### src/cpu_pkg.sv
package cpu_pkg;

    // Data words, instruction words and pc values share one width
    typedef logic [15:0] word_t;
    typedef logic [3:0]  reg_addr_t;
    typedef logic [3:0]  opcode_t;
    typedef logic [2:0]  cond_t;
    // Flag bits are N, V, Z from high to low
    typedef logic [2:0]  flags_t;
    typedef logic [2:0]  alu_op_t;

    localparam opcode_t OP_ADD = 4'h0;
    localparam opcode_t OP_SUB = 4'h1;
    localparam opcode_t OP_XOR = 4'h2;
    localparam opcode_t OP_SLL = 4'h4;
    localparam opcode_t OP_SRA = 4'h5;
    localparam opcode_t OP_ROR = 4'h6;
    localparam opcode_t OP_LW  = 4'h8;
    localparam opcode_t OP_SW  = 4'h9;
    localparam opcode_t OP_LLB = 4'hA;
    localparam opcode_t OP_LHB = 4'hB;
    localparam opcode_t OP_B   = 4'hC;
    localparam opcode_t OP_BR  = 4'hD;
    localparam opcode_t OP_PCS = 4'hE;
    localparam opcode_t OP_HLT = 4'hF;

    // Branch conditions in instr[11:9]
    localparam cond_t C_NE = 3'd0;
    localparam cond_t C_EQ = 3'd1;
    localparam cond_t C_GT = 3'd2;
    localparam cond_t C_LT = 3'd3;
    localparam cond_t C_GE = 3'd4;
    localparam cond_t C_LE = 3'd5;
    localparam cond_t C_OV = 3'd6;
    localparam cond_t C_UN = 3'd7;

    localparam int FLAG_N = 2;
    localparam int FLAG_V = 1;
    localparam int FLAG_Z = 0;

    localparam alu_op_t ALU_ADD  = 3'd0;
    localparam alu_op_t ALU_SUB  = 3'd1;
    localparam alu_op_t ALU_XOR  = 3'd2;
    localparam alu_op_t ALU_SLL  = 3'd3;
    localparam alu_op_t ALU_SRA  = 3'd4;
    localparam alu_op_t ALU_ROR  = 3'd5;
    localparam alu_op_t ALU_PASS = 3'd6;

endpackage

### src/cpu_data_mem.sv
`timescale 1ns/1ps

module cpu_data_mem import cpu_pkg::*; #(
    parameter int DMEM_AW = 8
) (
    input  logic  clk,
    input  logic  arst_n,
    input  word_t addr,
    input  word_t wr_data,
    input  logic  write,
    output word_t rd_data
);

    logic [DMEM_AW-1:0] word_addr;
    word_t              mem [2**DMEM_AW];

    // Byte address, word aligned
    assign word_addr = addr[DMEM_AW:1];

    assign rd_data = mem[word_addr];

    always_ff @(posedge clk) begin
        if (write && arst_n) begin
            mem[word_addr] <= wr_data;
        end
    end

    // The decoder is expected to hold the write request low through reset
    a_no_wr_in_reset: assert property (
        @(posedge clk) !arst_n |-> !write
    ) else $error("data memory write requested during reset");

endmodule

### config.mk
export PLATFORM = sky130hd
export DESIGN_NAME = cpu_data_mem
export DESIGN_NICKNAME = d
export VERILOG_FILES = /design/src/cpu_pkg.sv /design/src/cpu_data_mem.sv
export SDC_FILE = /design/constraint.sdc
export NUM_CORES = 2
export LEC_CHECK = 0
export BUFFER_PORTS_ARGS = -buffer_cell sky130_fd_sc_hd__clkbuf_2
export CORE_UTILIZATION = 30
export DETAILED_ROUTE_END_ITERATION = 10
export GPL_ROUTABILITY_DRIVEN = 0
export PLACE_DENSITY = 0.45
export SLEW_MARGIN = 25
export SYNTH_ARGS = -nofsm -noshare
export SYNTH_HDL_FRONTEND = slang
export SYNTH_SLANG_ARGS = --single-unit
### constraint.sdc
create_clock -name clk -period 4 [get_ports clk]
set_input_delay 0.6 -clock clk [delete_from_list [all_inputs] [get_ports clk]]
set_output_delay 0.6 -clock clk [all_outputs]
set_load 0.01 [all_outputs]
== After elaboration in Yosys (flattened, before gate mapping) ==
Memory sizes are Yosys's and may differ from the RTL's.
Cells that the tools add are included.
W data, S select, Z words.
Cells by class
  $add $sub $neg: 0
  bitwise gates (word level): 0
  reductions and logical operators: 1
  multiplexer cells: 2
  multiply operators: 0
  order comparisons: 0
  equal/unequal tests: 0
  divide/modulo/power cells: 0
  shift operators: 0
Operators with widths (number)
  $mux W1: 2
  $logic_and A1 B1 Y1: 1
Word-level totals
  input port bits: 35
  latch bits: 0
  logic and storage cells: 4
  flip-flop bits (word level): 0
  memories: 1
  bits in writable memories: 4096
  bits in read-only memories: 0
Memory list
  mem: depth 256, width 16, rd ports 1, clocked after Yosys merged registers in 0, wr ports 1, RTL line cpu_data_mem.sv:15  | word_t mem [2**DMEM_AW];

== Depth between registers and ports, before layout ==
  depth after elaboration: 3
  mapped depth: 8
  gate-level depth less buffers: 5

== Least setup slack after synthesis ==
OpenSTA, ideal clock, no wires.
  kind: input to output
  from: input port addr[1]
  to: output port rd_data[10]
  arrival: 2.628 ns
  path buffers: 2
  slack: 0.772 ns
  required time: 3.400 ns
  stages: 7
  cell sequence: buf_2 > buf_1 > mux4_2 > a22oi_1 > a21oi_1 > o41ai_1 > nand4_1
Between the ends
  cells in the longest elaborated chain, start to end: 1
RTL lines
  from (decl): RTL line cpu_data_mem.sv:8  | input word_t addr,
  $mem_v2 Z256 W16
  to (decl): RTL line cpu_data_mem.sv:11  | output word_t rd_data
No other way between the ends.

== Worst setup path after layout ==
  from: input port addr[1]
  to: output port rd_data[2]
Same word-level chain as after synthesis.

==> flow_summary.ini <==
[run_status]
run_status = finished with violations
violations = negative setup slack

[power]
power.share.clock_pct = 43.0
switchingPower_uw = 20100
power.share.combinational_pct = 5.5
powerDensity_nw_per_um2 = 488
fin_total_pwr_uw = 91800
peakVddDrop_mv = 0.366
cell_internal_pwr_uw = 71700
switching_share_pct = 21.9
leakage_dissipation_uw = 0.0586
power.sequential.fraction_pct = 51.5

[detailed_routing]
route.final.wire_length_um = 453000
route.detailed.vias_per_inst = 5.05
firstDrtPassIters = 5
wl_per_cell_um = 30.3
first_iter_violations = 7359
drc = 0
final_antenna_net_count = 0
vias = 75600

[min_path]
hold_path.class = input port to flip-flop

[floorplan]
die_width_um = 720
design.core.area_um2 = 513000
fp-row-count = 263
die_area_um2 = 519000
initial_core_util_pct = 30.1
dieHeight_um = 720
design.portCount = 51

[critical_path]
crit_type = input port to output port
worst-path-stages = 12
timing.critical_path.required_ps = 3400
critical_path.cell_chain = buf_16 > buf_16 > buf_4 > buf_12 > mux4_2 > a22oi_2 > a21oi_4 > o41ai_4 > buf_4 > nand4_1 > buf_4 > clkbuf_2
cp-start-kind = input port
cpMaxStageDelayCell = sky130_fd_sc_hd__o41ai_4
worstPathBufferInverterCount = 7
max_stage_delay_ps = 700
critical_path.startpoint = addr[1]
endpoint_class_of_the_critical_path = output port
worstPathArrival_ps = 3890
cp_top_family = buffers and inverters
cell_type_with_the_highest_occurrence_count_on_the_critical_path = sky130_fd_sc_hd__buf_4
critical_path.max_fanout = 11
critPathCapture = rd_data[2]

[global_routing]
met2_usage_in_global_routing_pct = 28.3
groute.usage.overall_pct = 17.1
grt_met1_use_pct = 24.1
globalRoute.totalOverflow = 0
grt_antenna_before_repair = 36
first_global_vias = 78600
busiest_layer = met2
pin_count_of_the_biggest_net_entering_global_routing = 132
met3_usage_pct = 2.42
grt_first_pass_wirelength_um = 632000

[sta]
timing_hold_violations_final = 0
maxClockFrequency_mhz = 223
finalWorstPathRequiredPeriod_ps = 4490
rsz_0062_raised_after_global_routing = true
fin_setup_tns_ps = -4480
maxSlewViolCount = 0
headroom_to_the_max_slew_limit_pct = 14.9
setup_violations = 16
timing_worst_slew_pin_value_ps = 1280
fin_ws_ps = -489
min_period_over_period_pct = 112

[clock_tree]
clock_tree.buffer_depth = 4
cts-htree-levels = 5
ctsRootBufferMaster = sky130_fd_sc_hd__clkbuf_16
numCtsBuffers = 441
cts.clk_slew.worst_paths_ps = 60
tritoncts_clock_tree = built
numClockSinks = 4096

[final_layout]
final_cells = 15000
reg.largest.list = mem x4096
drive_gt1_share_pct = 36.6
design.final.nets = 7867
area_growth_pct = 21.6
largest_register_ff_count = 4096
top_register = mem
finish.instance_area_um2 = 188000

[placed_design]
port-buffer-count = 42
post_detailed_placement_half_perimeter_wirelength_um = 277000
dp_slack_ps = -1180
dp_cells = 14100
place_area_um2 = 172000

[yosys]
synth_area_per_cell_um2 = 23.1
ys_warn_count = 0
synth_area_um2 = 155000
ys_top_cells_by_area = sky130_fd_sc_hd__edfxtp_1 (79%), sky130_fd_sc_hd__mux4_2 (15%), sky130_fd_sc_hd__a22oi_1 (2.5%), sky130_fd_sc_hd__a21oi_1 (0.83%), sky130_fd_sc_hd__clkbuf_1 (0.65%)
netlist.top_cell.by_area = sky130_fd_sc_hd__edfxtp_1
yosysUniqueCellTypes = 20
synth_top_area_share_pct = 79.5
flip_flop_and_latch_count_after_synthesis = 4096
postSynthNetCount = 6723
sequential_element_share_of_the_synthesized_area_pct = 79.5
number_of_standard_cells_after_synthesis = 6688

[run]
max_cap_viol_count = 0
per-layer routing:
layer / share of wire, % / vias to the layer above
li1: - / 31300
met1: 44 / 41600
met2: 49 / 2070
met3: 5.1 / 541
met4: 2.2 / 8
met5: 0.011 / -
worst min path at each step:
stage                startpoint     endpoint  slack [ps]  cells past startpoint
CTS                 wr_data[13]  mem[82][13]          30                      1
global route         wr_data[0]  mem[232][0]          30                      1
global placement    wr_data[15]  mem[70][15]        1020                      1
finish               wr_data[0]  mem[232][0]          40                      1
detailed placement  wr_data[15]  mem[71][15]        1020                      1
floorplan            wr_data[0]    mem[0][0]         700                      0
cell usage after synthesis:
master and count:
sky130_fd_sc_hd__nor3b_1 2, sky130_fd_sc_hd__nor2b_1 6, sky130_fd_sc_hd__o41ai_1 64, sky130_fd_sc_hd__nand2b_1 2, sky130_fd_sc_hd__mux4_2 1024, sky130_fd_sc_hd__or2_2 1
sky130_fd_sc_hd__a21oi_1 256, sky130_fd_sc_hd__a22oi_1 512, sky130_fd_sc_hd__nand2_1 30, sky130_fd_sc_hd__nand3_1 4, sky130_fd_sc_hd__nand4_1 16, sky130_fd_sc_hd__edfxtp_1 4096
sky130_fd_sc_hd__buf_4 11, sky130_fd_sc_hd__buf_2 100, sky130_fd_sc_hd__and2_1 2, sky130_fd_sc_hd__clkbuf_1 269, sky130_fd_sc_hd__and4_1 1, sky130_fd_sc_hd__nor2_1 259
sky130_fd_sc_hd__buf_1 32, sky130_fd_sc_hd__nor3_1 1
timing repair:
| action | CTS | global route |
|---|---|---|
| pin swaps | 30 | 27 |
| resized for setup | 117 | 69 |
| setup endpoints to repair | 16 | 16 |
| hold endpoints to repair | 29 | 38 |
| buffers inserted | 33 | 26 |
| hold buffers | 2 | 2 |
| gates cloned | 9 | 3 |
power groups by stage:
stage | logic (uW) | clock network, uW | registers (uW)
final | 5040 | 39500 | 47300
after global routing | 5320 | 42000 | 47300
after CTS | 5070 | 40500 | 47300
after detailed placement | 4900 | 0 | 48200
after global placement | 4830 | 0 | 48200
after floorplan | 1990 | 0 | 48200
per-stage QoR:
| step | utilization [%] | hold slack [ps] |
|---|---|---|
| 2_1_floorplan | - | 699 |
| 3_3_place_gp | 33.5 | 1020 |
| 3_5_place_dp | 33.5 | 1020 |
| 4_1_cts | 36.5 | 31.9 |
| 5_1_grt | 36.6 | 25.6 |
| 6_report | 36.7 | 37.2 |
cells in the final DEF (no fill, tap or decap), types with 44 or more instances in the layout:
cell,synthesis,layout
sky130_fd_sc_hd__clkbuf_1,269,85
sky130_fd_sc_hd__buf_4,11,844
sky130_fd_sc_hd__mux4_2,1024,1024
sky130_fd_sc_hd__buf_12,0,163
sky130_fd_sc_hd__clkinv_2,0,91
sky130_fd_sc_hd__a22oi_1,512,468
sky130_fd_sc_hd__nor2_2,0,93
sky130_fd_sc_hd__clkinv_1,0,111
sky130_fd_sc_hd__edfxtp_1,4096,4096
sky130_fd_sc_hd__nor2_1,259,158
sky130_fd_sc_hd__clkbuf_16,0,445
sky130_fd_sc_hd__a21oi_1,256,220
sky130_fd_sc_hd__a22oi_2,0,44
logic make-up after synthesis:
logic type,after synthesis,synth area share (%)
flip-flops,4096,79.5
AO/OA/AOI/OAI,832,3.67
multiplexers,1024,14.9
buffers and inverters,412,1.11
AND/OR/NAND/NOR,324,0.842
area by class of cell:
cell class                      instances  area, um^2
Antenna cell                           13        32.5
Clock buffer                          527       11400
Clock inverter                        279        2550
Fill cell                           46800      325000
Multi-Input combinational cell       2180       31400
Sequential cell                      4096      123000
Tap cell                             6757        8450
Timing Repair Buffer                 1113       11300
(Power assumes the default switching activity.)
