**config.mk**
```make
export PLATFORM = sky130hd
export DESIGN_NAME = cpu_alu
export DESIGN_NICKNAME = d
export VERILOG_FILES = /design/src/cpu_pkg.sv /design/src/cpu_alu.sv
export SDC_FILE = /design/constraint.sdc
export NUM_CORES = 1
export LEC_CHECK = 0
export ABC_AREA = 1
export ABC_CLOCK_PERIOD_IN_PS = 3300
export CORE_UTILIZATION = 35
export CTS_BUF_LIST = sky130_fd_sc_hd__clkbuf_8
export CTS_CLUSTER_DIAMETER = 150
export DETAILED_ROUTE_END_ITERATION = 7
export DONT_BUFFER_PORTS = 1
export PLACE_DENSITY = 0.48
export SLEW_MARGIN = 20
export SYNTH_ARGS = -nofsm -noshare
export SYNTH_HDL_FRONTEND = slang
export SYNTH_SLANG_ARGS = --single-unit
```
**constraint.sdc**
```tcl
create_clock -name clk -period 3.3 [get_ports clk]
set_input_delay 0.33 -clock clk [delete_from_list [all_inputs] [get_ports clk]]
set_output_delay 0.33 -clock clk [all_outputs]
set_load 0.05 [all_outputs]
```
**src/cpu_pkg.sv**
```systemverilog
package cpu_pkg;

    // Data words, instruction words and pc values share one width
    typedef logic [15:0] word_t;
    typedef logic [3:0]  reg_addr_t;
    typedef logic [3:0]  opcode_t;
    typedef logic [2:0]  cond_t;
    // Flag bits are N, V, Z from high to low
    typedef logic [2:0]  flags_t;
    typedef logic [2:0]  alu_op_t;

    localparam opcode_t OP_ADD = 4'h0;
    localparam opcode_t OP_SUB = 4'h1;
    localparam opcode_t OP_XOR = 4'h2;
    localparam opcode_t OP_SLL = 4'h4;
    localparam opcode_t OP_SRA = 4'h5;
    localparam opcode_t OP_ROR = 4'h6;
    localparam opcode_t OP_LW  = 4'h8;
    localparam opcode_t OP_SW  = 4'h9;
    localparam opcode_t OP_LLB = 4'hA;
    localparam opcode_t OP_LHB = 4'hB;
    localparam opcode_t OP_B   = 4'hC;
    localparam opcode_t OP_BR  = 4'hD;
    localparam opcode_t OP_PCS = 4'hE;
    localparam opcode_t OP_HLT = 4'hF;

    // Branch conditions in instr[11:9]
    localparam cond_t C_NE = 3'd0;
    localparam cond_t C_EQ = 3'd1;
    localparam cond_t C_GT = 3'd2;
    localparam cond_t C_LT = 3'd3;
    localparam cond_t C_GE = 3'd4;
    localparam cond_t C_LE = 3'd5;
    localparam cond_t C_OV = 3'd6;
    localparam cond_t C_UN = 3'd7;

    localparam int FLAG_N = 2;
    localparam int FLAG_V = 1;
    localparam int FLAG_Z = 0;

    localparam alu_op_t ALU_ADD  = 3'd0;
    localparam alu_op_t ALU_SUB  = 3'd1;
    localparam alu_op_t ALU_XOR  = 3'd2;
    localparam alu_op_t ALU_SLL  = 3'd3;
    localparam alu_op_t ALU_SRA  = 3'd4;
    localparam alu_op_t ALU_ROR  = 3'd5;
    localparam alu_op_t ALU_PASS = 3'd6;

endpackage

```
**src/cpu_alu.sv**
```systemverilog
`timescale 1ns/1ps

module cpu_alu import cpu_pkg::*; (
    input  logic    clk,
    input  logic    arst_n,
    input  word_t   a,
    input  word_t   b,
    input  alu_op_t op,
    input  logic    flag_write,
    input  logic    kind_arith,
    output word_t   result,
    output flags_t  flags
);

    localparam word_t SAT_POS = 16'h7FFF;
    localparam word_t SAT_NEG = 16'h8000;

    word_t       sum;
    word_t       diff;
    logic        add_ovf;
    logic        sub_ovf;
    logic        sat;
    logic [3:0]  shamt;
    logic [31:0] rot;

    assign sum   = a + b;
    assign diff  = a - b;
    assign shamt = b[3:0];
    assign rot   = {a, a} >> shamt;

    // The sign of a picks the saturation rail on signed overflow
    assign add_ovf = (a[15] == b[15]) && (sum[15] != a[15]);
    assign sub_ovf = (a[15] != b[15]) && (diff[15] != a[15]);

    // Address adds for LW and SW wrap while ADD and SUB saturate
    always_comb begin
        sat    = 1'b0;
        result = b;
        case (op)
            ALU_ADD: begin
                sat    = kind_arith && add_ovf;
                result = sat ? (a[15] ? SAT_NEG : SAT_POS) : sum;
            end
            ALU_SUB: begin
                sat    = kind_arith && sub_ovf;
                result = sat ? (a[15] ? SAT_NEG : SAT_POS) : diff;
            end
            ALU_XOR: result = a ^ b;
            ALU_SLL: result = a << shamt;
            ALU_SRA: result = word_t'($signed(a) >>> shamt);
            ALU_ROR: result = rot[15:0];
            default: result = b;
        endcase
    end

    // N and V only move on ADD and SUB
    always_ff @(posedge clk or negedge arst_n) begin
        if (!arst_n) begin
            flags <= '0;
        end else if (flag_write) begin
            flags[FLAG_Z] <= (result == '0);
            if (kind_arith) begin
                flags[FLAG_N] <= result[15];
                flags[FLAG_V] <= sat;
            end
        end
    end

endmodule

```
# ---- Word level (Yosys, flattened, before mapping)
# Index checks and enable logic that the tools add are counted.
# W data, S select, Z words.
dict set report totals {
  register_bits 3
  latch_bits 0
  ram_bits 0
  mem_bits_ro 0
  input_bits 39
  output_inout_bits 19
  wordCells 29
  n_memories 0
}
dict set report classes {
  n_addsub 2
  multipliers 0
  n_div 0
  n_lt_le_gt_ge 0
  eq_ne 9
  shifts 3
  mux 5
  bitwise 1
  reduce_logical 7
}
# cell n
set op_table {}
lappend op_table {{$pmux W16 S6} 1}
lappend op_table {{$mux W16} 3}
lappend op_table {{$shr A32 B4 Y16} 1}
lappend op_table {{$add A16 B16 Y16} 1}
lappend op_table {{$logic_not A16 Y1} 1}
lappend op_table {{$shl A16 B4 Y16} 1}
lappend op_table {{$sshr A16 B4 Y16} 1}
lappend op_table {{$sub A16 B16 Y16} 1}
lappend op_table {{$xor A16 B16 Y16} 1}
lappend op_table {{$eq A3 B2 Y1 const B} 2}
lappend op_table {{$eq A3 B3 Y1 const B} 2}
lappend op_table {{$logic_and A1 B1 Y1} 4}
lappend op_table {{$eq A3 B1 Y1 const B} 1}
lappend op_table {{$logic_not A3 Y1} 1}
lappend op_table {{$ne A1 B1 Y1} 3}
lappend op_table {{$pmux W1 S2} 1}
lappend op_table {{$reduce_and A2 Y1} 1}
lappend op_table {{$eq A1 B1 Y1} 1}

# ---- Depth between registers and ports, before layout
dict set report depth {
  depth_word 7
  depth_mapped 24
  mapped_depth_nobuf 21
}

# ---- Worst setup path before layout
# No wires, ideal clock.
dict set report synth_path {
  path_kind {input to register}
  from {input port b[2]}
  to {register flags[0]}
  setup_ns 0.066
  arrival_ns 3.098
  t_required_ns 3.234
  setup_slack_ns 0.136
  stages 23
  cell_sequence {buf_2 > inv_1 > clkbuf_1 > ha_1 > buf_6 > nand2_1 > nand2_1 > inv_2 > nand2_2 > nand2_1 > nand2_2 > nand2_4 > nand3_4 > nand2_2 > inv_2 > buf_6 > nand2_1 > nand4_1 > nor2_1 > nand2_1 > nor2_1 > nand3_1 > nand2_1}
}
dict set report synth_via {
  elab_chain_cells 7
  word_cells_on_any_way 16
  classes_between {2 x add/sub; 2 x eq/ne; 3 x shift; 3 x mux; 1 x bitwise; 5 x reduce/logical}
}
# item line_no
set synth_rtl {}
lappend synth_rtl {{start: declaration} cpu_alu.sv:7} ;# input word_t b,
lappend synth_rtl {{$sub A16 B16 Y16 or $add A16 B16 Y16 (tied branches)} {cpu_alu.sv:27, cpu_alu.sv:26}}
lappend synth_rtl {{$ne A1 B1 Y1, on equally long branches} {cpu_alu.sv:33, cpu_alu.sv:32}}
lappend synth_rtl {{$logic_and A1 B1 Y1, on equally long branches} {cpu_alu.sv:33, cpu_alu.sv:32}}
lappend synth_rtl {{$logic_and A1 B1 Y1, on equally long branches} {cpu_alu.sv:45, cpu_alu.sv:41}}
lappend synth_rtl {{$mux W16, on equally long branches} {cpu_alu.sv:46, cpu_alu.sv:42}}
lappend synth_rtl {{$pmux W16 S6 *} cpu_alu.sv:39} ;# case (op)
lappend synth_rtl {{net result[2]} cpu_alu.sv:11} ;# output word_t result,
lappend synth_rtl {{$logic_not A16 Y1 *} cpu_alu.sv:61} ;# flags[FLAG_Z] <= (result == '0);
lappend synth_rtl {{end signal: indexed assignment} cpu_alu.sv:61}
lappend synth_rtl {{end signal: indexed assignment} cpu_alu.sv:63} ;# flags[FLAG_N] <= result[15];
lappend synth_rtl {{end signal: indexed assignment} cpu_alu.sv:64} ;# flags[FLAG_V] <= sat;
lappend synth_rtl {{end: declaration} cpu_alu.sv:12} ;# output flags_t flags
# Mark *: on every way through the listed nets, which the timed path passes. The rest lies on a longest branch.
# A chain may end at the register's enable or synchronous reset.

# ---- Worst setup path after layout
dict set report layout_path {
  from {input port b[7]}
  to {output port result[2]}
}
dict set report layout_via {
  elab_chain_cells 6
  word_cells_on_any_way 11
  classes_between {2 x add/sub; 2 x eq/ne; 3 x mux; 4 x reduce/logical}
}
# item line_no
set layout_rtl {}
lappend layout_rtl {{$sub A16 B16 Y16 or $add A16 B16 Y16 (tied branches)} {cpu_alu.sv:27, cpu_alu.sv:26}}
lappend layout_rtl {{$ne A1 B1 Y1, on equally long branches} {cpu_alu.sv:33, cpu_alu.sv:32}}
lappend layout_rtl {{$logic_and A1 B1 Y1, on equally long branches} {cpu_alu.sv:33, cpu_alu.sv:32}}
lappend layout_rtl {{$logic_and A1 B1 Y1, on equally long branches} {cpu_alu.sv:45, cpu_alu.sv:41}}
lappend layout_rtl {{$mux W16, on equally long branches} {cpu_alu.sv:46, cpu_alu.sv:42}}
lappend layout_rtl {{$pmux W16 S6 *} cpu_alu.sv:39}
lappend layout_rtl {{end: declaration} cpu_alu.sv:11}
# Mark *: on every way between the ends. The rest lies on a longest branch, timed or not.

==> results.yml <==
floorplan:
  core_mm2: 0.0135
  dieArea_mm2: 0.0146
  die_x_um: 121
  initial_utilization: 0.365
  io_pins: 58
  rows: 42
  die_h_um: 121
synthesis:
  synthArstFlopShare: 1.00
  synth_common_cells: "nand2_1 (409), nand3_1 (182), inv_1 (90), nor2_1 (67), ha_1 (31)"
  synth_top_family_by_area: "simple AND/OR/NAND/NOR gates"
  ys.flop_type: "dfrtp_1"
  synth_compound_area_frac: 0.0574
  ys_warn_count: 0
  avgSynthCellArea_um2: 5.03
  synth_area_leaders: "nand2_1 (31%), nand3_1 (18%), ha_1 (7.9%)"
  synthMuxAreaShare: 0
  syn_area_mm2: 0.00493
  synthSimpleGateAreaFrac: 0.673
  yosysTopAreaCellShare: 0.312
  synth_most_common_cell: "nand2_1"
  syn_nets: 1051
  synthAdderAreaFrac: 0.0868
  synth_top_area_cell: "nand2_1"
  syn_inst: 979
  synthXorXnorAreaFrac: 0.0196
  synth_edf_count: 0
  yosysUniqueCellTypes: 41
  synth_seq_area_share: 0.0152
  ys_seq_elements: 3
power:
  pwr-share-seq: 0.045
  netSwitchingFraction: 0.627
  power_density_mw_per_mm2: 226
  irDropWorstVdd_v: 0.000184
  intPower_w: 0.000426
  pwr-share-clk: 0.090
  power_leakage_nw: 2.92
  combPwrFrac: 0.866
  netSwitchingPower_w: 0.000717
timing:
  maxSlewViolCount: 0
  hold_violations: 0
  fin_crit_sh: 0.865
  final.setup_skew_ns: 0
  period_minus_slack_ns: 2.85
  worst_pin_slew_ns: 0.670
  max_clock_freq_mhz: 350
  grt_setup_unrepaired: "no"
  setup_viol: 0
  maxSlewHeadroom: 0.553
  fin_setup_tns_ns: 0
clock_network:
  clock_sinks: 3
  ctsHtreeMaxLevel: 1
  cts_resized: 0
  cts_inserted_buffers: 3
  clk_pin_slew_ns: 0.03
  postCtsSetupRepairBufs: 0
  clockBufferDepth: 2
  clk_latency_ns: 0.21
  root_buffer: "clkbuf_8"
  cts_tree: "yes"
  hold_buffers: 1
drt:
  drt_iter0_markers: 710
  routed-via-count: 6184
  routed_wirelength_um: 19200
  ant_nets: 0
  drcViolationCount: 0
  wl_per_cell_um: 16.9
  vias_per_cell: 5.44
  drt_first_pass_iters: 6
placed_design:
  dp_hpwl_um: 15700
  gp_congestion: 0.911
  port_buffers: 0
  place_area_mm2: 0.00500
global_route:
  top_usage_layer: "met1"
  grtUsageMet3: 0.0340
  grt.overflow.total: 0
  grt_antenna_before_repair: 0
  use_met1: 0.407
  globalRouteTotalUtil: 0.267
  grt_pass1_wl_um: 30300
  gr-usage-met2: 0.392
  grt_pass1_vias: 5563
  grt_max_degree: 38
final_layout:
  fillerInstances: 1594
  final_nets: 1033
  top_register: "flags"
  antenna_cells: 0
  drive_gt1_frac: 0.102
  syn_to_final_growth_pct: 2.56
  biggestRegsByFlops: "flags (3)"
  largest_reg_flops: 3
  final_area_mm2: 0.00505
worst_setup_path:
  start_kind: "input port"
  max_stage_delay_ns: 0.49
  crit_start: "b[7]"
  worst_ep_arrival_time_ns: 2.52
  worstPathRequired_ns: 2.97
  cp-end-kind: "output port"
  reg2reg_from: "flags[0]$_DFFE_PN0P_"
  critPathKind: "in2out"
  crit_buf_inv: 3
  critical_path.most_common_cell: "nand2_1"
  cpMaxStageDelayCell: "ha_1"
  cp_cell_sequence: "inv_1 -> ha_1 -> nand2_1 -> nor2_1 -> and2_1 -> nand2_4 -> nand3_4 -> nand2_2 -> inv_2 -> nand2_1 -> nand4_1 -> buf_4"
  crit_path_max_fanout: 15
  cp_top_family: "simple AND/OR/NAND/NOR gates"
outcome:
  outcome: "finished, final reports clean"
job:
  maxCapViolCount: 0
hold_path:
  hold_path_startpoint: "flag_write"
  hold_class: "in2reg"
[layer usage]
layer / wire (um) / part of all wire
met1: 9120 / 0.47
met2: 7800 / 0.41
met3: 1850 / 0.096
met4: 462 / 0.024
met5: 0 / 0
[layout make-up]
class                      instances  area (um^2)  share of cell area
timing repair buffer              22          168              0.0332
inverter                         110          420              0.0832
clock inverter                     1         3.75            0.000743
tap                              176          220              0.0436
clock buffer                       3         41.3             0.00817
multi-input combinational        821         4130               0.816
sequential                         3         75.1              0.0149
[through the flow]
stage | instances | hold WS [ns] | worst slack [ns] | util | total power, W
after floorplan | 979 | 0.0344 | 0.136 | - | 0.000831
after global placement | 1131 | 0.0345 | 0.448 | 0.370 | 0.00103
after detailed placement | 1131 | 0.0345 | 0.492 | 0.370 | 0.00102
after CTS | 1136 | 0.275 | 0.496 | 0.374 | 0.00113
after global routing | 1136 | 0.293 | 0.311 | 0.374 | 0.00125
final | 1136 | 0.275 | 0.445 | 0.374 | 0.00114
[layout by cell type (no fill, tap or decap), types with 5 or more instances in the layout]
cell | netlist | final
xor2_1 | 10 | 10
nand2_4 | 5 | 5
o211ai_1 | 5 | 5
nand2_2 | 25 | 25
buf_4 | 9 | 21
ha_1 | 31 | 31
nand3_1 | 182 | 182
nand4_2 | 11 | 11
nand2_1 | 409 | 409
inv_1 | 90 | 91
nand4_1 | 15 | 15
o21ai_0 | 14 | 14
a21oi_1 | 11 | 11
inv_2 | 15 | 15
nor2_1 | 67 | 67
[worst paths after layout]
check / to / slack, ns / depth (start not counted)
min reg2reg: flags[2]$_DFFE_PN0P_ / 0.79 / 2
min: flags[0]$_DFFE_PN0P_ / 0.28 / 3
min in group asynchronous: flags[0]$_DFFE_PN0P_ / 0.37 / 1
max in group asynchronous: flags[1]$_DFFE_PN0P_ / 2.78 / 1
max: result[2] / 0.45 / 12
max reg2reg: flags[0]$_DFFE_PN0P_ / 2.42 / 2
[worst reg2reg max path: stages (launching register included)]
cell	delay [ns]
dfrtp_1	0.62
nand2_1	0.11
nand2_1	0.08
[power by group through the flow]
stage               clock, W  combinational [W]  sequential [W]
CTS                 0.000106           0.000974       0.0000512
finish              0.000103           0.000990       0.0000510
global route        0.000109            0.00109       0.0000517
global placement           0           0.000979       0.0000515
detailed placement         0           0.000968       0.0000516
floorplan                  0           0.000780       0.0000509
[logic make-up after synthesis]
group                      after synthesis
xor gates and xnor gates                11
buffers and inverters                  155
and+or+nand+nor                        735
DFF                                      3
adders and majority gates               33
AOI/OAI and AO/OA                       42
Power figures use the tool's default switching activity.
