$ cat config.mk
export PLATFORM = sky130hd
export DESIGN_NAME = cpu_fetch
export DESIGN_NICKNAME = d
export VERILOG_FILES = /design/src/cpu_pkg.sv /design/src/cpu_fetch.sv
export SDC_FILE = /design/constraint.sdc
export NUM_CORES = 1
export LEC_CHECK = 0
export ABC_AREA = 1
export BUFFER_PORTS_ARGS = -buffer_cell sky130_fd_sc_hd__clkbuf_2
export CAP_MARGIN = 0
export CORE_ASPECT_RATIO = 1.4
export CORE_UTILIZATION = 30
export DETAILED_ROUTE_END_ITERATION = 10
export MAX_ROUTING_LAYER = met4
export PLACE_DENSITY_LB_ADDON = 0.1
export SLEW_MARGIN = 20
export SYNTH_ARGS = -nofsm -noshare
export SYNTH_HDL_FRONTEND = slang
export SYNTH_SLANG_ARGS = --single-unit
$ cat constraint.sdc
create_clock -name clk -period 2.25 [get_ports clk]
set_clock_uncertainty 0.15 [all_clocks]
set_input_delay 0.45 -clock clk [delete_from_list [all_inputs] [get_ports clk]]
set_output_delay 0.45 -clock clk [all_outputs]
set_load 0.02 [all_outputs]
$ cat src/cpu_pkg.sv
package cpu_pkg;

    // Data words, instruction words and pc values share one width
    typedef logic [15:0] word_t;
    typedef logic [3:0]  reg_addr_t;
    typedef logic [3:0]  opcode_t;
    typedef logic [2:0]  cond_t;
    // Flag bits are N, V, Z from high to low
    typedef logic [2:0]  flags_t;
    typedef logic [2:0]  alu_op_t;

    localparam opcode_t OP_ADD = 4'h0;
    localparam opcode_t OP_SUB = 4'h1;
    localparam opcode_t OP_XOR = 4'h2;
    localparam opcode_t OP_SLL = 4'h4;
    localparam opcode_t OP_SRA = 4'h5;
    localparam opcode_t OP_ROR = 4'h6;
    localparam opcode_t OP_LW  = 4'h8;
    localparam opcode_t OP_SW  = 4'h9;
    localparam opcode_t OP_LLB = 4'hA;
    localparam opcode_t OP_LHB = 4'hB;
    localparam opcode_t OP_B   = 4'hC;
    localparam opcode_t OP_BR  = 4'hD;
    localparam opcode_t OP_PCS = 4'hE;
    localparam opcode_t OP_HLT = 4'hF;

    // Branch conditions in instr[11:9]
    localparam cond_t C_NE = 3'd0;
    localparam cond_t C_EQ = 3'd1;
    localparam cond_t C_GT = 3'd2;
    localparam cond_t C_LT = 3'd3;
    localparam cond_t C_GE = 3'd4;
    localparam cond_t C_LE = 3'd5;
    localparam cond_t C_OV = 3'd6;
    localparam cond_t C_UN = 3'd7;

    localparam int FLAG_N = 2;
    localparam int FLAG_V = 1;
    localparam int FLAG_Z = 0;

    localparam alu_op_t ALU_ADD  = 3'd0;
    localparam alu_op_t ALU_SUB  = 3'd1;
    localparam alu_op_t ALU_XOR  = 3'd2;
    localparam alu_op_t ALU_SLL  = 3'd3;
    localparam alu_op_t ALU_SRA  = 3'd4;
    localparam alu_op_t ALU_ROR  = 3'd5;
    localparam alu_op_t ALU_PASS = 3'd6;

endpackage

$ cat src/cpu_fetch.sv
`timescale 1ns/1ps

module cpu_fetch import cpu_pkg::*; (
    input  logic   clk,
    input  logic   arst_n,
    input  word_t  instr,
    input  flags_t flags,
    input  word_t  br_target,
    output word_t  pc,
    output word_t  pc_plus2,
    output logic   hlt
);

    opcode_t opcode;
    cond_t   cond;
    logic    taken;
    word_t   b_offset;
    word_t   b_target;
    word_t   next_pc;

    assign opcode = instr[15:12];
    assign cond   = instr[11:9];
    assign hlt    = (opcode == OP_HLT);

    assign pc_plus2 = pc + 16'd2;

    // Signed 9-bit word offset, doubled into a byte offset
    assign b_offset = {{6{instr[8]}}, instr[8:0], 1'b0};
    assign b_target = pc_plus2 + b_offset;

    // Branch condition against the current flags
    always_comb begin
        case (cond)
            C_NE:    taken = !flags[FLAG_Z];
            C_EQ:    taken = flags[FLAG_Z];
            C_GT:    taken = !flags[FLAG_Z] && !flags[FLAG_N];
            C_LT:    taken = flags[FLAG_N];
            C_GE:    taken = flags[FLAG_Z] || !flags[FLAG_N];
            C_LE:    taken = flags[FLAG_N] || flags[FLAG_Z];
            C_OV:    taken = flags[FLAG_V];
            default: taken = 1'b1;
        endcase
    end

    always_comb begin
        if (opcode == OP_B && taken) begin
            next_pc = b_target;
        end else if (opcode == OP_BR && taken) begin
            next_pc = br_target;
        end else begin
            next_pc = pc_plus2;
        end
    end

    // HLT freezes the pc until the next reset
    always_ff @(posedge clk or negedge arst_n) begin
        if (!arst_n) begin
            pc <= '0;
        end else if (!hlt) begin
            pc <= next_pc;
        end
    end

    // Register targets come from the register file, so an odd value there shows up here
    a_pc_even: assert property (
        @(posedge clk) disable iff (!arst_n) pc[0] == 1'b0
    ) else $error("pc is odd: %h", pc);

endmodule

After elaboration in Yosys (flattened, before gate mapping)
Cells that the tools add are included.

Add/sub/neg operators: 2. Eq/ne operators: 9. Multiplexer cells: 3. Reduce and logical (&&, ||, !) cells: 8.

Operators with widths (number): $mux 16 (2); $add 16x16->16 (1); $add 16x2->16 const B (1); $eq 4x4->1 const B (3); $eq 3x3->1 const B (3); $pmux 1 s7 (1); $eq 3x2->1 const B (2); $eq 3x1->1 const B (1); $logic_and 1x1->1 (3); $logic_not 3->1 (1); $logic_not 1->1 (2); $logic_or 1x1->1 (2).

Bits in registers: 16. Output and inout bits: 33. Logic and storage cells: 23.

Depth between registers and ports, before layout
Gate-level depths: netlist of run 1.

Depth after elaboration: 6. Depth in mapped cells: 19. Depth with buffers taken out: 19.

Worst setup path after synthesis of run 1
No wires, ideal clock.

Path type: reg2reg. Start point: reg pc[1]. End point: reg pc[15]. Library setup time: 0.120 ns. Arrival time: 2.670 ns. Data required time: 1.980 ns. Path slack: -0.690 ns. Stages on the path, launching flop included: 17. Path buffers: 0. Clock period less this slack: 2.940 ns. Path through: dfrtp_1 > ha_1 > nand3_2 > nor2_4 > nand2_1 > xnor2_1 > ha_1 > nand2_1 > inv_1 > nand2_1 > nand2_1 > a21oi_1 > nand2_1 > inv_1 > nand3_1 > nand3_1 > a21oi_2.

Word-level cells in the longest chain between the ends: 3.

Ends and longest elaborated chain: start: declaration (RTL line cpu_fetch.sv:9) `output word_t pc,`; start signal: assignment (RTL line cpu_fetch.sv:60) `pc <= next_pc;`; $add 16x2->16 (RTL line cpu_fetch.sv:25) `assign pc_plus2 = pc + 16'd2;`; via pc_plus2[9] (RTL line cpu_fetch.sv:10) `output word_t pc_plus2,`; $add 16x16->16 (RTL line cpu_fetch.sv:29) `assign b_target = pc_plus2 + b_offset;`; $mux 16 (RTL line cpu_fetch.sv:46) `if (opcode == OP_B && taken) begin`.

The timed path passes the listed nets, and every way through them passes these cells. A chain may end at the register's enable or synchronous reset.

Worst setup path after layout of run 1
Start point: reg pc[1]. End point: reg pc[14].

Word-level cells in the longest chain between the ends: 3.

Ends and longest elaborated chain (RTL line): $add 16x2->16 (*) (cpu_fetch.sv:25); $add 16x16->16 / $mux 16 (equally long branches) (cpu_fetch.sv:29, cpu_fetch.sv:48); $mux 16 (*) (cpu_fetch.sv:46).

Mark *: on every way between the ends. The rest lies on a longest branch, timed or not.

==> results.md, run 1 <==
- Vias in the first global route: 2,929
- Final hold violations: 16
- Max H-tree Level: 1
- Leak: 2.101 nW
- Initial Utilization: 30.79%
- Syn_area_per_cell: 6.071 um2
- Final period utilization: 114.3%
- Insertion delay to the later sink of the worst-skew pair: 250 ps
- Share of cells above drive strength 1: 54.91%
- Critical path arrival: 2610 ps
- Synthesized cell area: 2252 um2
- Chip width: 75.23 um
- Worst Setup Slack, final: -321.7 ps
- DRC Markers: 0
- Total grt overflow: 0
- Synth top area share: 17.78%
- Fin Setup TNS: -3420 ps
- Via count: 2,979
- CP required: 2290 ps
- First-pass GRT wire length: 13.77 mm
- Critical path peak fanout: 5
- Worst VDD drop: 0.9631 mV
- Outcome: complete, but fails checks
- Die Area: 7863 um2
- Max-cap violations: 0
- Largest regs: pc x16
- Worst min-delay path category: in2async
- Largest net degree at the start of global routing: 21
- DRT antenna net count: 0
- Initial antenna violation count: 0
- Synth warnings: 0
- Core area: 7315 um2
- Max transition margin: 68.10%
- Failing checks: negative hold slack, negative setup slack
- Setup crit end kind: flop
- Clock root cell: clkbuf_8
- Final hold slack: -13.03 ps
- Compound-Gate Fraction of Synth Area: 10.72%
- Io pins: 70
- Syn Nets: 427
- CTS Hold Buffers Added: 0
- Crit path time final: 2572 ps
- DRT Pass-1 Iters: 4
- Yosys cell types: 36
- Routability cong.: 0.8708
- Area delta synth->final: 86.33%
- Top post-synthesis cells by area: dfrtp_1 (18%), nand2_1 (17%), ha_1 (10%), nor2_1 (9.8%), inv_1 (8.3%)
- Port-buffer cells: 69
- Critical path launch point type: flop
- RSZ-0062 raised after global routing: yes
- Fmax: 388.8 MHz
- CTS Buf Count: 3
- Simple-gate share of the synthesized area: 45.00%
- Drt initial violations: 87
- Sequential-to-total area share from yosys stat: 17.78%
- Main combinational cell family by area after synthesis: simple AND/OR/NAND/NOR gates
- XOR/XNOR share of the synthesized area: 5.389%
- Total GRT Usage: 23.92%
- # rows: 37
- PwrDens: 1476 nW/um2
- Synthesized flop and latch total: 16
- Clock Pin Slew Worst Setup and Hold Paths: 70 ps
- CTS tree: yes
- Clk buf depth: 2
- Slew Limit Fails: 0
- Routed len/inst: 14.17 um
- Cell accounting for the most synthesized area: dfrtp_1
- Cell count after synthesis: 371
- Post-synthesis adder-cell area fraction: 10.89%
- Worst Tran Pin Value: 478.5 ps
- Max reg flops: 16
- Routed WL: 8.884 mm
- Final nets: 587
- Die Span Y: 104.5 um
- Final core utilization: 57.37%
- Drt via density: 4.751
- Crit Path Category: reg2reg
- Detailed Place HPWL: 7.042 mm
- Largest reg by FF count: pc
- Final setup fails: 20
- Antenna diodes: 0
- Clk sinks: 16
- Mux share of post-synthesis cell area: 0%
-- logic make-up after synthesis --
logic type | Yosys count
fa+ha+maj | 19
flops | 16
buf+inv | 56
compound gates | 44
xor+xnor | 13
simple gates | 223
-- through the flow --
step	instance area (um2)	total power, mW	worst slack [ps]	instances
after CTS	3916	5.668	-262.3	622
after detailed placement	3344	4.446	-362.5	600
after floorplan	2402	2.782	-342.5	371
after global routing	4197	6.669	-441.9	627
final	4197	6.193	-321.7	627
after global placement	3344	4.425	-381.1	600
-- report_power, final --
| group | total, mW | internal (mW) | leakage (nW) | switching (mW) |
|---|---|---|---|---|
| Combinational | 5.38 | 2.61 | 1.90 | 2.76 |
| Sequential | 0.575 | 0.424 | 0.182 | 0.152 |
| Clock | 0.242 | 0.126 | 0.0228 | 0.116 |
| Total | 6.19 | 3.16 | 2.10 | 3.03 |
-- layout make-up --
type                            instances  area [um2]
Multi-Input combinational cell        299        2277
Fill cell                             745        3118
Sequential cell                        16       406.6
Tap cell                               97       121.4
Clock buffer                            4       45.04
Timing Repair Buffer                  161        1159
Inverter                               50       187.7
-- final timing paths --
path,start,end,slack (ps),cells past startpoint
worst max-delay path,pc[1],pc[14],-320,14
worst min-delay path,arst_n,pc[0],-10,1
worst max register to register,pc[1],pc[14],-320,14
worst min register to register,pc[0],pc[0],360,2
max in group asynchronous,arst_n,pc[3],1610,1
min in group clk,br_target[0],pc[0],240,3
-- synth_stat cells, drive strengths merged --
cell and count:
nand4 13, xor2 9, clkbuf 2, and2 2, nand3b 4, inv 50
a21oi 28, nand3 33, o21ai 10, nand2 106, a21boi 1, a21o 1
buf 4, ha 18, o211ai 1, o21bai 2, nor3 2, fa 1
xnor2 4, dfrtp 16, a31oi 1, nor2 63
-- what timing repair did --
item / 4_1_cts / 5_1_grt
setup buffers: 19 / 12
setup endpoints to repair: 18 / 23
pin swaps: 54 / 24
cloned: 0 / 0
resized for setup: 90 / 70
-- critical path: stages, from the launching register on --
cell and delay, ps:
dfrtp_2 400, ha_4 150, nand3_4 80, nor2_4 230, buf_6 150, xor2_4 200, ha_4 250, a21oi_4 150
buf_4 130, o21bai_1 50, a21oi_1 180, nand2_1 80, nand2_1 80, nand3_2 80, a21oi_2 150
-- cells in the final DEF (no fill, tap or decap), types with 5 or more instances in the layout --
cell type   n
nand2_2    29
ha_4       15
nand4_1    12
a21oi_1    16
nor2_2      9
nand3_1    19
nand3_2    10
a21oi_2     8
buf_6      20
nor2_1     47
dfrtp_2     5
inv_1      37
clkbuf_2   59
nor2_4      7
buf_4      78
nand2_4     7
inv_2      13
nand2_1    70
dfrtp_1    11
-- metal layers --
| metal | vias up | routed length (um) | GRT usage (%) |
|---|---|---|---|
| li1 | 1514 | - | - |
| met1 | 1372 | 3384 | 26.40 |
| met2 | 75 | 4845 | 43.11 |
| met3 | 18 | 326 | 3.004 |
| met4 | 0 | 327 | 7.540 |
| met5 | - | 0 | - |
(Power assumes the default switching activity.)
==> run 2, diff against run 1 <==
Clock period 2.25 ns to 3.2 ns, I/O delays scaled along.
==> results.md, run 2 (synthesis gave the netlist of run 1 again) <==
- Core area: 7315 um2
- Clk sinks: 16
- Drt via density: 4.707
- Pint: 1.049 mW
- R2r endpoint: pc[8]
- Max H-tree Level: 1
- Total GRT Usage: 20.10%
- Routability cong.: 0.8690
- Clock root cell: clkbuf_8
- Initial Utilization: 30.79%
- DRT antenna net count: 0
- Outcome: completed
- Total grt overflow: 0
- Via count: 2,523
- First-pass GRT wire length: 11.60 mm
- Die Span Y: 104.5 um
- Setup Fix Bufs, Post-CTS: 0
- Total Power: 2.531 mW
- Fin Setup TNS: 0 ps
- Critical path peak fanout: 8
- Routed len/inst: 13.72 um
- Antenna diodes: 0
- Final hold violations: 0
- Max-cap violations: 0
- RSZ-0062 raised after global routing: no
- Die Area: 7863 um2
- Slew Limit Fails: 0
- CTS Buf Count: 3
- Vias in the first global route: 2,416
- DRT Pass-1 Iters: 4
- CTS tree: yes
- Worst r2r path cells: 12
- Clk buf depth: 2
- Post-cts gate resize count: 0
- Worst min-delay path category: in2async
- Worst Tran Pin Value: 451.3 ps
- Share of cells above drive strength 1: 20.73%
- RR Startpoint: pc[1]
- Crit path time final: 2899 ps
- Insertion delay to the later sink of the worst-skew pair: 250 ps
- Fmax: 344.9 MHz
- Detailed Place HPWL: 6.337 mm
- Largest reg by FF count: pc
- Final core utilization: 37.44%
- Port-buffer cells: 69
- Clock Pin Slew Worst Setup and Hold Paths: 70 ps
- P_sw: 1.481 mW
- Filler cell count: 887
- Largest net degree at the start of global routing: 21
- PwrDens: 924.0 nW/um2
- # rows: 37
- Net Sw Frac: 58.53%
- Io pins: 70
- Layout Cells excl Fill: 536
- Leak: 1.549 nW
- Area delta synth->final: 21.61%
- Cell count after placement: 532
- Critical path arrival: 2890 ps
- Worst VDD drop: 0.2837 mV
- Clock share of power: 7.4%
- Final period utilization: 90.59%
- Chip width: 75.23 um
- Setup crit end kind: flop
- Commonest non-fill, non-tap cell in the layout: nand2_1
- Most frequent cells in the layout: nand2_1 (102), clkbuf_2 (69), nor2_1 (59)
- CP required: 3200 ps
- Reg2Reg Setup Slack: 300 ps
- Crit Path Category: reg2reg
- Final setup fails: 0
- Worst Setup SP: pc[1]
- Max reg flops: 16
- Final nets: 496
- Final hold slack: 168.1 ps
- Drt initial violations: 60
- DRC Markers: 0
- CTS Hold Buffers Added: 0
- Max transition margin: 69.91%
- Comb power frac: 75.1%
- Routed WL: 7.353 mm
- Initial antenna violation count: 0
- Worst setup path end: pc[8]
- Sequential power share: 17.5%
- Largest regs: pc x16
- Critical path launch point type: flop
[run 2: area by class of cell]
cell class / count / area (um2) / area share (%)
clock buffer: 4 / 55.05 / 2.010
inverter: 50 / 187.7 / 6.852
multi-input combinational: 299 / 1622 / 59.21
sequential: 16 / 400.4 / 14.62
tap: 97 / 121.4 / 4.431
timing repair buffer: 70 / 352.8 / 12.88
[run 2: worst max-delay path, cell delays in order, from the launching register on]
cell	delay [ps]
dfrtp_1	480
ha_1	240
nand3_2	120
nor2_4	200
xor2_1	330
ha_1	340
a21oi_1	230
o21ai_0	180
a21o_1	190
nor2_1	80
nor2_1	50
nor2_1	150
nor2_1	50
[run 2: worst min-delay path by stage]
stage	end	start	cells past startpoint
after detailed placement	pc[0]	pc[0]	2
final	pc[0]	arst_n	1
after CTS	pc[0]	arst_n	1
after floorplan	pc[0]	arst_n	0
after global routing	pc[0]	arst_n	1
after global placement	pc[0]	pc[0]	2
[run 2: power by group through the flow]
stage	combinational (mW)	sequential [mW]	clock (mW)
detailed placement	1.91	0.447	0
finish	1.90	0.443	0.188
global placement	1.91	0.446	0
CTS	1.92	0.443	0.190
global route	2.13	0.458	0.199
floorplan	1.28	0.514	0
[run 2: routing by layer]
layer	wire, um	track usage, %
met1	3082	22.85
met2	4005	37.13
met3	199	1.357
met4	66	4.630
met5	0	-
[run 2: stage by stage]
stage,worst slack (ps),area [um2]
global route,60.98,2739
CTS,319.6,2739
global placement,317.9,2684
floorplan,259.9,2252
finish,301.0,2739
detailed placement,341.0,2684
