--- src/cpu_pkg.sv ---
package cpu_pkg;

    // Data words, instruction words and pc values share one width
    typedef logic [15:0] word_t;
    typedef logic [3:0]  reg_addr_t;
    typedef logic [3:0]  opcode_t;
    typedef logic [2:0]  cond_t;
    // Flag bits are N, V, Z from high to low
    typedef logic [2:0]  flags_t;
    typedef logic [2:0]  alu_op_t;

    localparam opcode_t OP_ADD = 4'h0;
    localparam opcode_t OP_SUB = 4'h1;
    localparam opcode_t OP_XOR = 4'h2;
    localparam opcode_t OP_SLL = 4'h4;
    localparam opcode_t OP_SRA = 4'h5;
    localparam opcode_t OP_ROR = 4'h6;
    localparam opcode_t OP_LW  = 4'h8;
    localparam opcode_t OP_SW  = 4'h9;
    localparam opcode_t OP_LLB = 4'hA;
    localparam opcode_t OP_LHB = 4'hB;
    localparam opcode_t OP_B   = 4'hC;
    localparam opcode_t OP_BR  = 4'hD;
    localparam opcode_t OP_PCS = 4'hE;
    localparam opcode_t OP_HLT = 4'hF;

    // Branch conditions in instr[11:9]
    localparam cond_t C_NE = 3'd0;
    localparam cond_t C_EQ = 3'd1;
    localparam cond_t C_GT = 3'd2;
    localparam cond_t C_LT = 3'd3;
    localparam cond_t C_GE = 3'd4;
    localparam cond_t C_LE = 3'd5;
    localparam cond_t C_OV = 3'd6;
    localparam cond_t C_UN = 3'd7;

    localparam int FLAG_N = 2;
    localparam int FLAG_V = 1;
    localparam int FLAG_Z = 0;

    localparam alu_op_t ALU_ADD  = 3'd0;
    localparam alu_op_t ALU_SUB  = 3'd1;
    localparam alu_op_t ALU_XOR  = 3'd2;
    localparam alu_op_t ALU_SLL  = 3'd3;
    localparam alu_op_t ALU_SRA  = 3'd4;
    localparam alu_op_t ALU_ROR  = 3'd5;
    localparam alu_op_t ALU_PASS = 3'd6;

endpackage

--- src/cpu_decode.sv ---
`timescale 1ns/1ps

module cpu_decode import cpu_pkg::*; (
    input  logic      clk,
    input  logic      arst_n,
    input  word_t     instr,
    input  word_t     wr_data,
    output word_t     src_a,
    output word_t     src_b,
    output word_t     imm,
    output alu_op_t   alu_op,
    output logic      alu_use_imm,
    output logic      flag_write,
    output logic      mem_read,
    output logic      mem_write,
    output logic      reg_write,
    output logic      wb_from_pc,
    output reg_addr_t dst
);

    opcode_t   opcode;
    reg_addr_t rs_sel;
    reg_addr_t rt_sel;
    logic      rd_as_a;
    logic      rd_as_b;
    logic      reg_write_raw;
    logic      mem_write_raw;
    word_t     regs [16];

    assign opcode = instr[15:12];
    assign dst    = instr[11:8];

    always_comb begin
        alu_op        = ALU_PASS;
        alu_use_imm   = 1'b0;
        flag_write    = 1'b0;
        mem_read      = 1'b0;
        mem_write_raw = 1'b0;
        reg_write_raw = 1'b0;
        wb_from_pc    = 1'b0;
        rd_as_a       = 1'b0;
        rd_as_b       = 1'b0;
        case (opcode)
            OP_ADD, OP_SUB, OP_XOR: begin
                alu_op        = (opcode == OP_ADD) ? ALU_ADD :
                                (opcode == OP_SUB) ? ALU_SUB : ALU_XOR;
                flag_write    = 1'b1;
                reg_write_raw = 1'b1;
            end
            OP_SLL, OP_SRA, OP_ROR: begin
                alu_op        = (opcode == OP_SLL) ? ALU_SLL :
                                (opcode == OP_SRA) ? ALU_SRA : ALU_ROR;
                alu_use_imm   = 1'b1;
                flag_write    = 1'b1;
                reg_write_raw = 1'b1;
            end
            OP_LW: begin
                alu_op        = ALU_ADD;
                alu_use_imm   = 1'b1;
                mem_read      = 1'b1;
                reg_write_raw = 1'b1;
            end
            OP_SW: begin
                alu_op        = ALU_ADD;
                alu_use_imm   = 1'b1;
                mem_write_raw = 1'b1;
                // Store data comes from rd
                rd_as_b       = 1'b1;
            end
            OP_LLB, OP_LHB: begin
                alu_use_imm   = 1'b1;
                reg_write_raw = 1'b1;
                rd_as_a       = 1'b1;
            end
            OP_PCS: begin
                reg_write_raw = 1'b1;
                wb_from_pc    = 1'b1;
            end
            // Opcodes 3 and 7, branches and HLT change no state here
            default: begin
            end
        endcase
    end

    // No register or memory write while the core is in reset
    assign reg_write = reg_write_raw && arst_n;
    assign mem_write = mem_write_raw && arst_n;

    assign rs_sel = rd_as_a ? dst : instr[7:4];
    assign rt_sel = rd_as_b ? dst : instr[3:0];

    assign src_a = regs[rs_sel];
    assign src_b = regs[rt_sel];

    always_comb begin
        case (opcode)
            // Byte loads keep the other byte of rd
            OP_LLB:  imm = {src_a[15:8], instr[7:0]};
            OP_LHB:  imm = {instr[7:0], src_a[7:0]};
            // Signed word offset, doubled for byte addressing
            OP_LW, OP_SW: imm = {{11{instr[3]}}, instr[3:0], 1'b0};
            default: imm = {12'h000, instr[3:0]};
        endcase
    end

    always_ff @(posedge clk or negedge arst_n) begin
        if (!arst_n) begin
            for (int i = 0; i < 16; i++) begin
                regs[i] <= '0;
            end
        end else if (reg_write) begin
            regs[dst] <= wr_data;
        end
    end

endmodule

--- config.mk ---
export PLATFORM = sky130hd
export DESIGN_NAME = cpu_decode
export DESIGN_NICKNAME = d
export VERILOG_FILES = /design/src/cpu_pkg.sv /design/src/cpu_decode.sv
export SDC_FILE = /design/constraint.sdc
export NUM_CORES = 1
export LEC_CHECK = 0
export BUFFER_PORTS_ARGS = -buffer_cell sky130_fd_sc_hd__clkbuf_2
export CORE_ASPECT_RATIO = 1.2
export CORE_MARGIN = 2
export CORE_UTILIZATION = 63
export CTS_BUF_LIST = sky130_fd_sc_hd__clkbuf_8
export DETAILED_ROUTE_END_ITERATION = 10
export PLACE_DENSITY_LB_ADDON = 0.05
export SLEW_MARGIN = 10
export SYNTH_ARGS = -nofsm -noshare
export SYNTH_HDL_FRONTEND = slang
export SYNTH_SLANG_ARGS = --single-unit
--- constraint.sdc ---
create_clock -name clk -period 3 [get_ports clk]
set_clock_uncertainty 0.05 [all_clocks]
set_input_delay 0.3 -clock clk [delete_from_list [all_inputs] [get_ports clk]]
set_output_delay 0.3 -clock clk [all_outputs]
set_load 0.1 [all_outputs]
* After elaboration in Yosys (flattened, before gate mapping)
Cells that the tools add are included.
Word-level totals: word-level logic and storage cells 68, flip-flop bits (word level) 256, input bits 34
Cells by class: muxes and demuxes 24, bitwise logic cells 3, $lt $le $gt $ge 4, reductions and logical operators 11, eq/ne operators 10
Operators with widths (number):
- $bwmux W256 | 1
- $bmux W16 S4 | 2
- $mux W16 | 5
- $demux W16 S4 | 1
- $pmux W16 S3 | 1
- $eq A4 B4 Y1 const B | 5
- $ge A5 B5 Y1 const B | 3
- $not A4 Y5 | 3
- $eq A4 B3 Y1 const B | 3
- $reduce_or A10 Y1 | 1
- $pmux W3 S3 | 1
- $mux W1 | 8
- $mux W4 | 2
- $reduce_or A7 Y1 | 1
- $reduce_or A3 Y1 | 2
- $reduce_or A6 Y1 | 1
- $lt A5 B1 Y1 const B | 1
- $eq A4 B1 Y1 const B | 1
- $eq A4 B2 Y1 const B | 1
- $logic_not A4 Y1 | 1
- $mux W2 | 2
- $reduce_or A2 Y1 | 2
- $logic_and A1 B1 Y1 | 3
- $mux W3 | 1

* Logic depth before layout (Yosys ltp)
Gate-level depths: netlist of the first run.
depth after elaboration 9, gate-level depth with buffers 12, mapped depth without buffers 7

* Worst setup path after synthesis of the first run
Ideal clock, no wire load.
kind input port to output port, start input port instr[13], end output port imm[0], data required time 2.650 ns, path slack -2.429 ns, data arrival time 5.079 ns, stages 9, cells stage by stage buf_6 -> nand3b_1 -> buf_2 -> a21o_1 -> buf_4 -> buf_4 -> buf_2 -> a21oi_1 -> o311ai_0
Between the ends: cells in the longest elaborated chain, start to end 9, elaborated cells on any way between the ends 13, those cells by class 4 x eq/ne; 6 x mux; 1 x bitwise; 2 x reduce/logical
RTL lines:
- start: declaration | line cpu_decode.sv:6 | input word_t instr,
- $eq A4 B4 Y1 | line cpu_decode.sv:43, cpu_decode.sv:96
- $reduce_or A2 Y1 | line cpu_decode.sv:43 | case (opcode)
- $mux W1 | line cpu_decode.sv:43
- $mux W4 | line cpu_decode.sv:89 | assign rs_sel = rd_as_a ? dst : instr[7:4];
- $not A4 Y5 (implied by the code) | line cpu_decode.sv:92 | assign src_a = regs[rs_sel];
- $bmux W16 S4 | line cpu_decode.sv:92
- $mux W16 (implied by the code) (2 in series) | line cpu_decode.sv:92
- $pmux W16 S3 (*) | line cpu_decode.sv:96 | case (opcode)
- end: declaration | line cpu_decode.sv:10 | output word_t imm,
Mark *: on every way between the ends. The rest lies on a longest branch, timed or not. The select of a mux whose other input is x is not followed.

* Worst setup path after layout of the first run
start input port instr[14], end output port src_b[3]
Between the ends: cells in the longest elaborated chain, start to end 7
RTL lines:
- $eq A4 B4 Y1 | line cpu_decode.sv:43
- $mux W1 | line cpu_decode.sv:43
- $mux W4 | line cpu_decode.sv:90 | assign rt_sel = rd_as_b ? dst : instr[3:0];
- $not A4 Y5 (implied by the code) | line cpu_decode.sv:93 | assign src_b = regs[rt_sel];
- $bmux W16 S4 | line cpu_decode.sv:93
- $mux W16 (implied by the code) (2 in series) | line cpu_decode.sv:93
- end: declaration | line cpu_decode.sv:9 | output word_t src_b,
No other way between the ends. The select of a mux whose other input is x is not followed.

==> metrics.cfg, run 1 <==
[min_path]
hold_path_depth = 3
hold_path.class = in -> reg
hp-start = wr_data[14]
hold_end = regs[62]

[clocking]
insertion_delay_ps = 530
clock-sinks = 256
tritoncts.num_buffers = 42
ctsHtreeMaxLevel = 2
clk_pin_slew_ps = 60
clock_path_buffers = 3
cts-root-buf = clkbuf_8
cts_tree = yes

[layout]
fin_util_pct = 81.1
finalNonFillerCells = 1954
syn2layout_area_growth_pct = 26.9
top_register = regs
final_nets = 1638
top_regs = regs: 256 flops
drive_gt1_share_pct = 45.1
fin_area_um2 = 19400
largest_reg_flops = 256

[floorplanning]
die_w_um = 146
die_h_um = 175
io_pins = 95
rows = 62
fp.dieArea_um2 = 25500
core_area_um2 = 23900
initial_utilization_pct = 64.0

[drt]
via_per_inst = 6.83
vias = 13300
drt_iter0_markers = 1564
drt-pass1-iter-count = 8
drt-total-wl_um = 52300
drc = 0
final_antenna_net_count = 0
wire_per_inst_um = 26.7

[synthesis]
synth_seq_area_share_pct = 41.9
synth_area_leader_cell = dfrtp_1
yosysTopAreaCellShare_pct = 41.9
syn_area_um2 = 15300
synthCells = 1393
synth.distinct_cells = 62
synth_warnings = 0
ys_ff_latch = 256
synthArstFlopShare_pct = 100
synthTopCellsByArea = dfrtp_1 (42%), mux2_2 (19%), mux2i_1 (7.7%)
synth-edff-count = 0
avgSynthCellArea_um2 = 11.0
synthFlopType = dfrtp_1
syn-num-nets = 1427

[flow_run]
maxCapViolCount = 0

[power]
total_power_mw = 12.6
leakagePower_nw = 8.59
power_density_nw_per_um2 = 649
peakVddDrop_uv = 464

[setup_path]
crit_type = in -> out
rr_worst_depth = 1
r2r-end = regs[240]
worstPathMaxFanout = 21
cp-end-kind = output port
r2r_setup_slack_ps = 2110
worstPathArrival_ps = 2630
start_kind = primary input
r2r-start = regs[240]
required_ps = 2650

[place]
place_area_um2 = 18300
gp_congestion = 0.988
dp.final_hpwl_um = 35600
dpl_worst_slack_ps = 0.296
io_buffers = 94
placedCellCount = 1869

[timing]
fin_tns_setup_ps = 0
finalWorstSetupSlack_ps = 15.0
setup_violations = 0
period_minus_slack_ps = 2980
fin_crit_sh_pct = 99.5
hold_viol = 0
worstMarginPinSlew_ps = 957
grt_setup_unrepaired = true
slew_headroom_pct = 36.2
whs_ps = 129
fmax_mhz = 335
maxSlewViolCount = 0

[global_route]
grt_antenna_before_repair = 0
grt_max_degree = 153
grt_overflow = 0
grt_first_pass_wirelength_um = 79400
grt_pass1_vias = 13400
grt_usage_pct = 41.0

[status]
status = finished, final reports clean

critical path: stages:
cell and delay [ps]:
clkbuf_2 120, nor4bb_4 290, buf_6 180, mux2_4 340, buf_12 170, mux2i_1 200, a32oi_1 100, and3_1 160
or4_4 570, buf_12 190
report_power, final:
group / internal (mW) / switching (mW) / total (mW)
clock network: 1.61 / 1.41 / 3.02
logic: 2.08 / 2.47 / 4.55
registers: 4.27 / 0.741 / 5.02
cell usage in the layout (no fill, tap or decap), types with 5 or more instances in the layout:
cell / count
mux2_2: 259
dfrtp_1: 256
nand2_1: 228
buf_4: 161
mux2i_1: 106
buf_12: 68
nand3_1: 61
clkbuf_8: 54
nor2_1: 51
mux4_2: 44
clkbuf_2: 43
a21oi_1: 36
inv_1: 21
o22ai_1: 15
nor2_2: 14
a32oi_1: 13
a31oi_1: 12
nand4_1: 12
o21ai_0: 12
o221ai_4: 11
and3_1: 10
o21ai_2: 7
o2111ai_1: 7
mux2i_4: 6
mux2i_2: 6
a221oi_1: 6
a2111oi_2: 5
clkinv_2: 5
buf_6: 5
cell families after synthesis:
family / synth area share, %
mux: 33.5
simple gates: 12.5
flops: 41.9
compound gates: 7.94
buf+inv: 4.05
xor+xnor: 0.0573
layer usage:
metal / wire length [µm] / GRT usage (%) / vias up
met1: 19200 / 53.7 / 6589
met4: 3330 / 22.9 / 0
met3: 5890 / 9.16 / 236
met2: 23900 / 63.9 / 963
met5: 0 / 0 / -
li1: - / - / 5555
synthesized netlist by cell type (all sizes together), types with 5 or more instances:
cell type and n:
nand3 64, a2111oi 6, a21oi 42, and3 10
nor3 5, nand4 12, a31oi 13, buf 86
nor2 67, mux4 44, mux2i 118, dfrtp 256
a32oi 13, a221oi 9, o22ai 15, o21ai 21
inv 8, mux2 262, o221ai 17, clkbuf 27
o2111ai 7, nand2 232
layout make-up:
class / instances / area (µm²)
clock buffers: 54 / 743
diodes: 1 / 2.50
inverters: 8 / 30.0
fillers: 1475 / 4510
clock inverters: 19 / 81.3
multi-input cells: 1016 / 8830
flip-flops and latches: 256 / 6410
repair buffers: 280 / 2890
well taps: 320 / 400
worst max-delay path by stage:
| stage | startpoint | to | slack, ps | cells past startpoint |
|---|---|---|---|---|
| 2_1_floorplan | instr[13] | imm[3] | -420 | 11 |
| 3_3_place_gp | instr[14] | src_b[11] | 40 | 10 |
| 3_5_place_dp | instr[14] | imm[13] | 0.3 | 12 |
| 4_1_cts | instr[14] | imm[13] | 20 | 12 |
| 5_1_grt | instr[14] | imm[10] | -30 | 12 |
| 6_report | instr[14] | src_b[3] | 20 | 10 |
repair_timing:
action                                  CTS  global route
hold buffers                              1             0
gates cloned                              0             1
buffers inserted                          0             9
pin swaps                                 0             4
hold endpoints to repair                 30             0
endpoints found under the setup margin    1            32
resized for setup                         1            33
Note: power is estimated with default switching activity, not from simulation.
==> run 2, diff against run 1 <==
- CORE_UTILIZATION: 63 -> 41
==> metrics.cfg, run 2 (synthesis gave the netlist of run 1 again) <==
[status]
status = finished, violations left
violations = negative setup slack

[place]
dpl_worst_slack_ps = -115
placedCellCount = 2068
io_buffers = 94
gp_congestion = 0.871
dp.final_hpwl_um = 39400

[setup_path]
crit_type = in -> out
crit_top_cell = buf_12
r2r-start = regs[182]
worstPathMaxFanout = 6
start_kind = primary input
cp-end-kind = output port
r2r-end = regs[182]
crit_chain = buf_8, nor4bb_4, buf_6, buf_12, mux2i_4, buf_12, mux2i_1, a32oi_1, and3_1, or4_4, buf_12
rr_worst_depth = 1
required_ps = 2650
max_stage_delay_ps = 500
r2r_setup_slack_ps = 2130
slowest_stage = or4_4
worstPathArrival_ps = 2680

[power]
leakagePower_nw = 8.95
power_density_nw_per_um2 = 642
peakVddDrop_uv = 458

[clocking]
tritoncts.num_buffers = 47
clock_path_buffers = 3
ctsHtreeMaxLevel = 2
insertion_delay_ps = 570
clock-sinks = 256
cts-root-buf = clkbuf_8
clk_pin_slew_ps = 60
cts_tree = yes

[timing]
fin_crit_sh_pct = 101
setup_violations = 4
fmax_mhz = 329
slew_headroom_pct = 34.2
whs_ps = 113
hold_viol = 0
period_minus_slack_ps = 3030
fin_tns_setup_ps = -49.7
maxSlewViolCount = 0
worstMarginPinSlew_ps = 987
grt_setup_unrepaired = true
finalWorstSetupSlack_ps = -34.9

[global_route]
grt_overflow = 0
grt_pass1_vias = 13200
grt_max_degree = 155
grt_first_pass_wirelength_um = 85200
grt_antenna_before_repair = 1
grt_usage_pct = 29.3

[floorplanning]
initial_utilization_pct = 41.5
die_h_um = 215
rows = 77
die_w_um = 180
io_pins = 95
fp.dieArea_um2 = 38800
core_area_um2 = 36800

[layout]
fillCellCount = 3314
layout_commonest_cell = mux2_2
finalNonFillerCells = 2168
top_regs = regs: 256 flops
top_register = regs
drive_gt1_share_pct = 46.7
mostFrequentLayoutCells = mux2_2 (260), dfrtp_1 (256), nand2_1 (230)
largest_reg_flops = 256
syn2layout_area_growth_pct = 32.3
final_nets = 1697

[drt]
drt-total-wl_um = 57400
drt_iter0_markers = 1178
drc = 0
via_per_inst = 5.96
final_antenna_net_count = 0
drt-pass1-iter-count = 7
wire_per_inst_um = 26.5
vias = 12900

[min_path]
hp-start = wr_data[14]
hold_end = regs[62]
hold_path_depth = 3
hold_path.class = in -> reg

[flow_run]
maxCapViolCount = 0

[run 2: worst max-delay path by stage]
stage               startpoint        end
finish               instr[14]  src_b[11]
global route         instr[14]  src_b[11]
CTS                  instr[14]  src_b[10]
detailed placement   instr[14]    imm[14]
global placement     instr[14]    imm[14]
floorplan            instr[13]     imm[3]
[run 2: final cells by class]
cell class,instances,area [µm²],area share [%]
antenna,1,2.50,0.0124
clock buffer,61,840,4.15
clock inverter,18,96.3,0.477
inverter,8,30.0,0.149
multi-input combinational,1017,8840,43.7
sequential,256,6410,31.7
tap,474,593,2.93
timing repair buffer,333,3410,16.9
[run 2: what timing repair did]
action / in CTS / in global routing
setup endpoints to repair: 33 / 34
hold endpoints to repair: 37 / 0
gates cloned: 2 / 2
pin swaps: 5 / 12
hold buffers: 1 / 0
buffers inserted: 4 / 13
gates resized for setup: 25 / 29
[run 2: per-stage QoR]
stage | util (%) | total power [mW] | area (µm²)
4_1_cts | 54.3 | 13.0 | 20000
6_report | 54.9 | 13.0 | 20200
2_1_floorplan | - | 7.93 | 15700
5_1_grt | 54.9 | 13.6 | 20200
3_3_place_gp | 51.3 | 9.44 | 18900
3_5_place_dp | 51.3 | 9.50 | 18900
[run 2: worst max-delay path, delay by kind of cell]
family	cells	cell delay (ps)
and+or+nand+nor	3	960
buffers and inverters	5	770
muxes	2	550
AOI/OAI and AO/OA	1	80
[run 2: per-layer routing]
layer  share of wire, %  global-route usage [%]  wire length (µm)
met4                3.4                    10.6              1940
met2                 48                    47.7             27300
met5                  0                       0                 0
met3                7.1                    5.94              4080
met1                 42                    38.7             24000
[run 2: power by group]
part	switching [mW]	internal (mW)	leakage, nW
clock	1.50	1.88	0.540
sequential	0.707	4.28	3.22
combinational	2.46	2.15	5.19
total	4.66	8.31	8.95
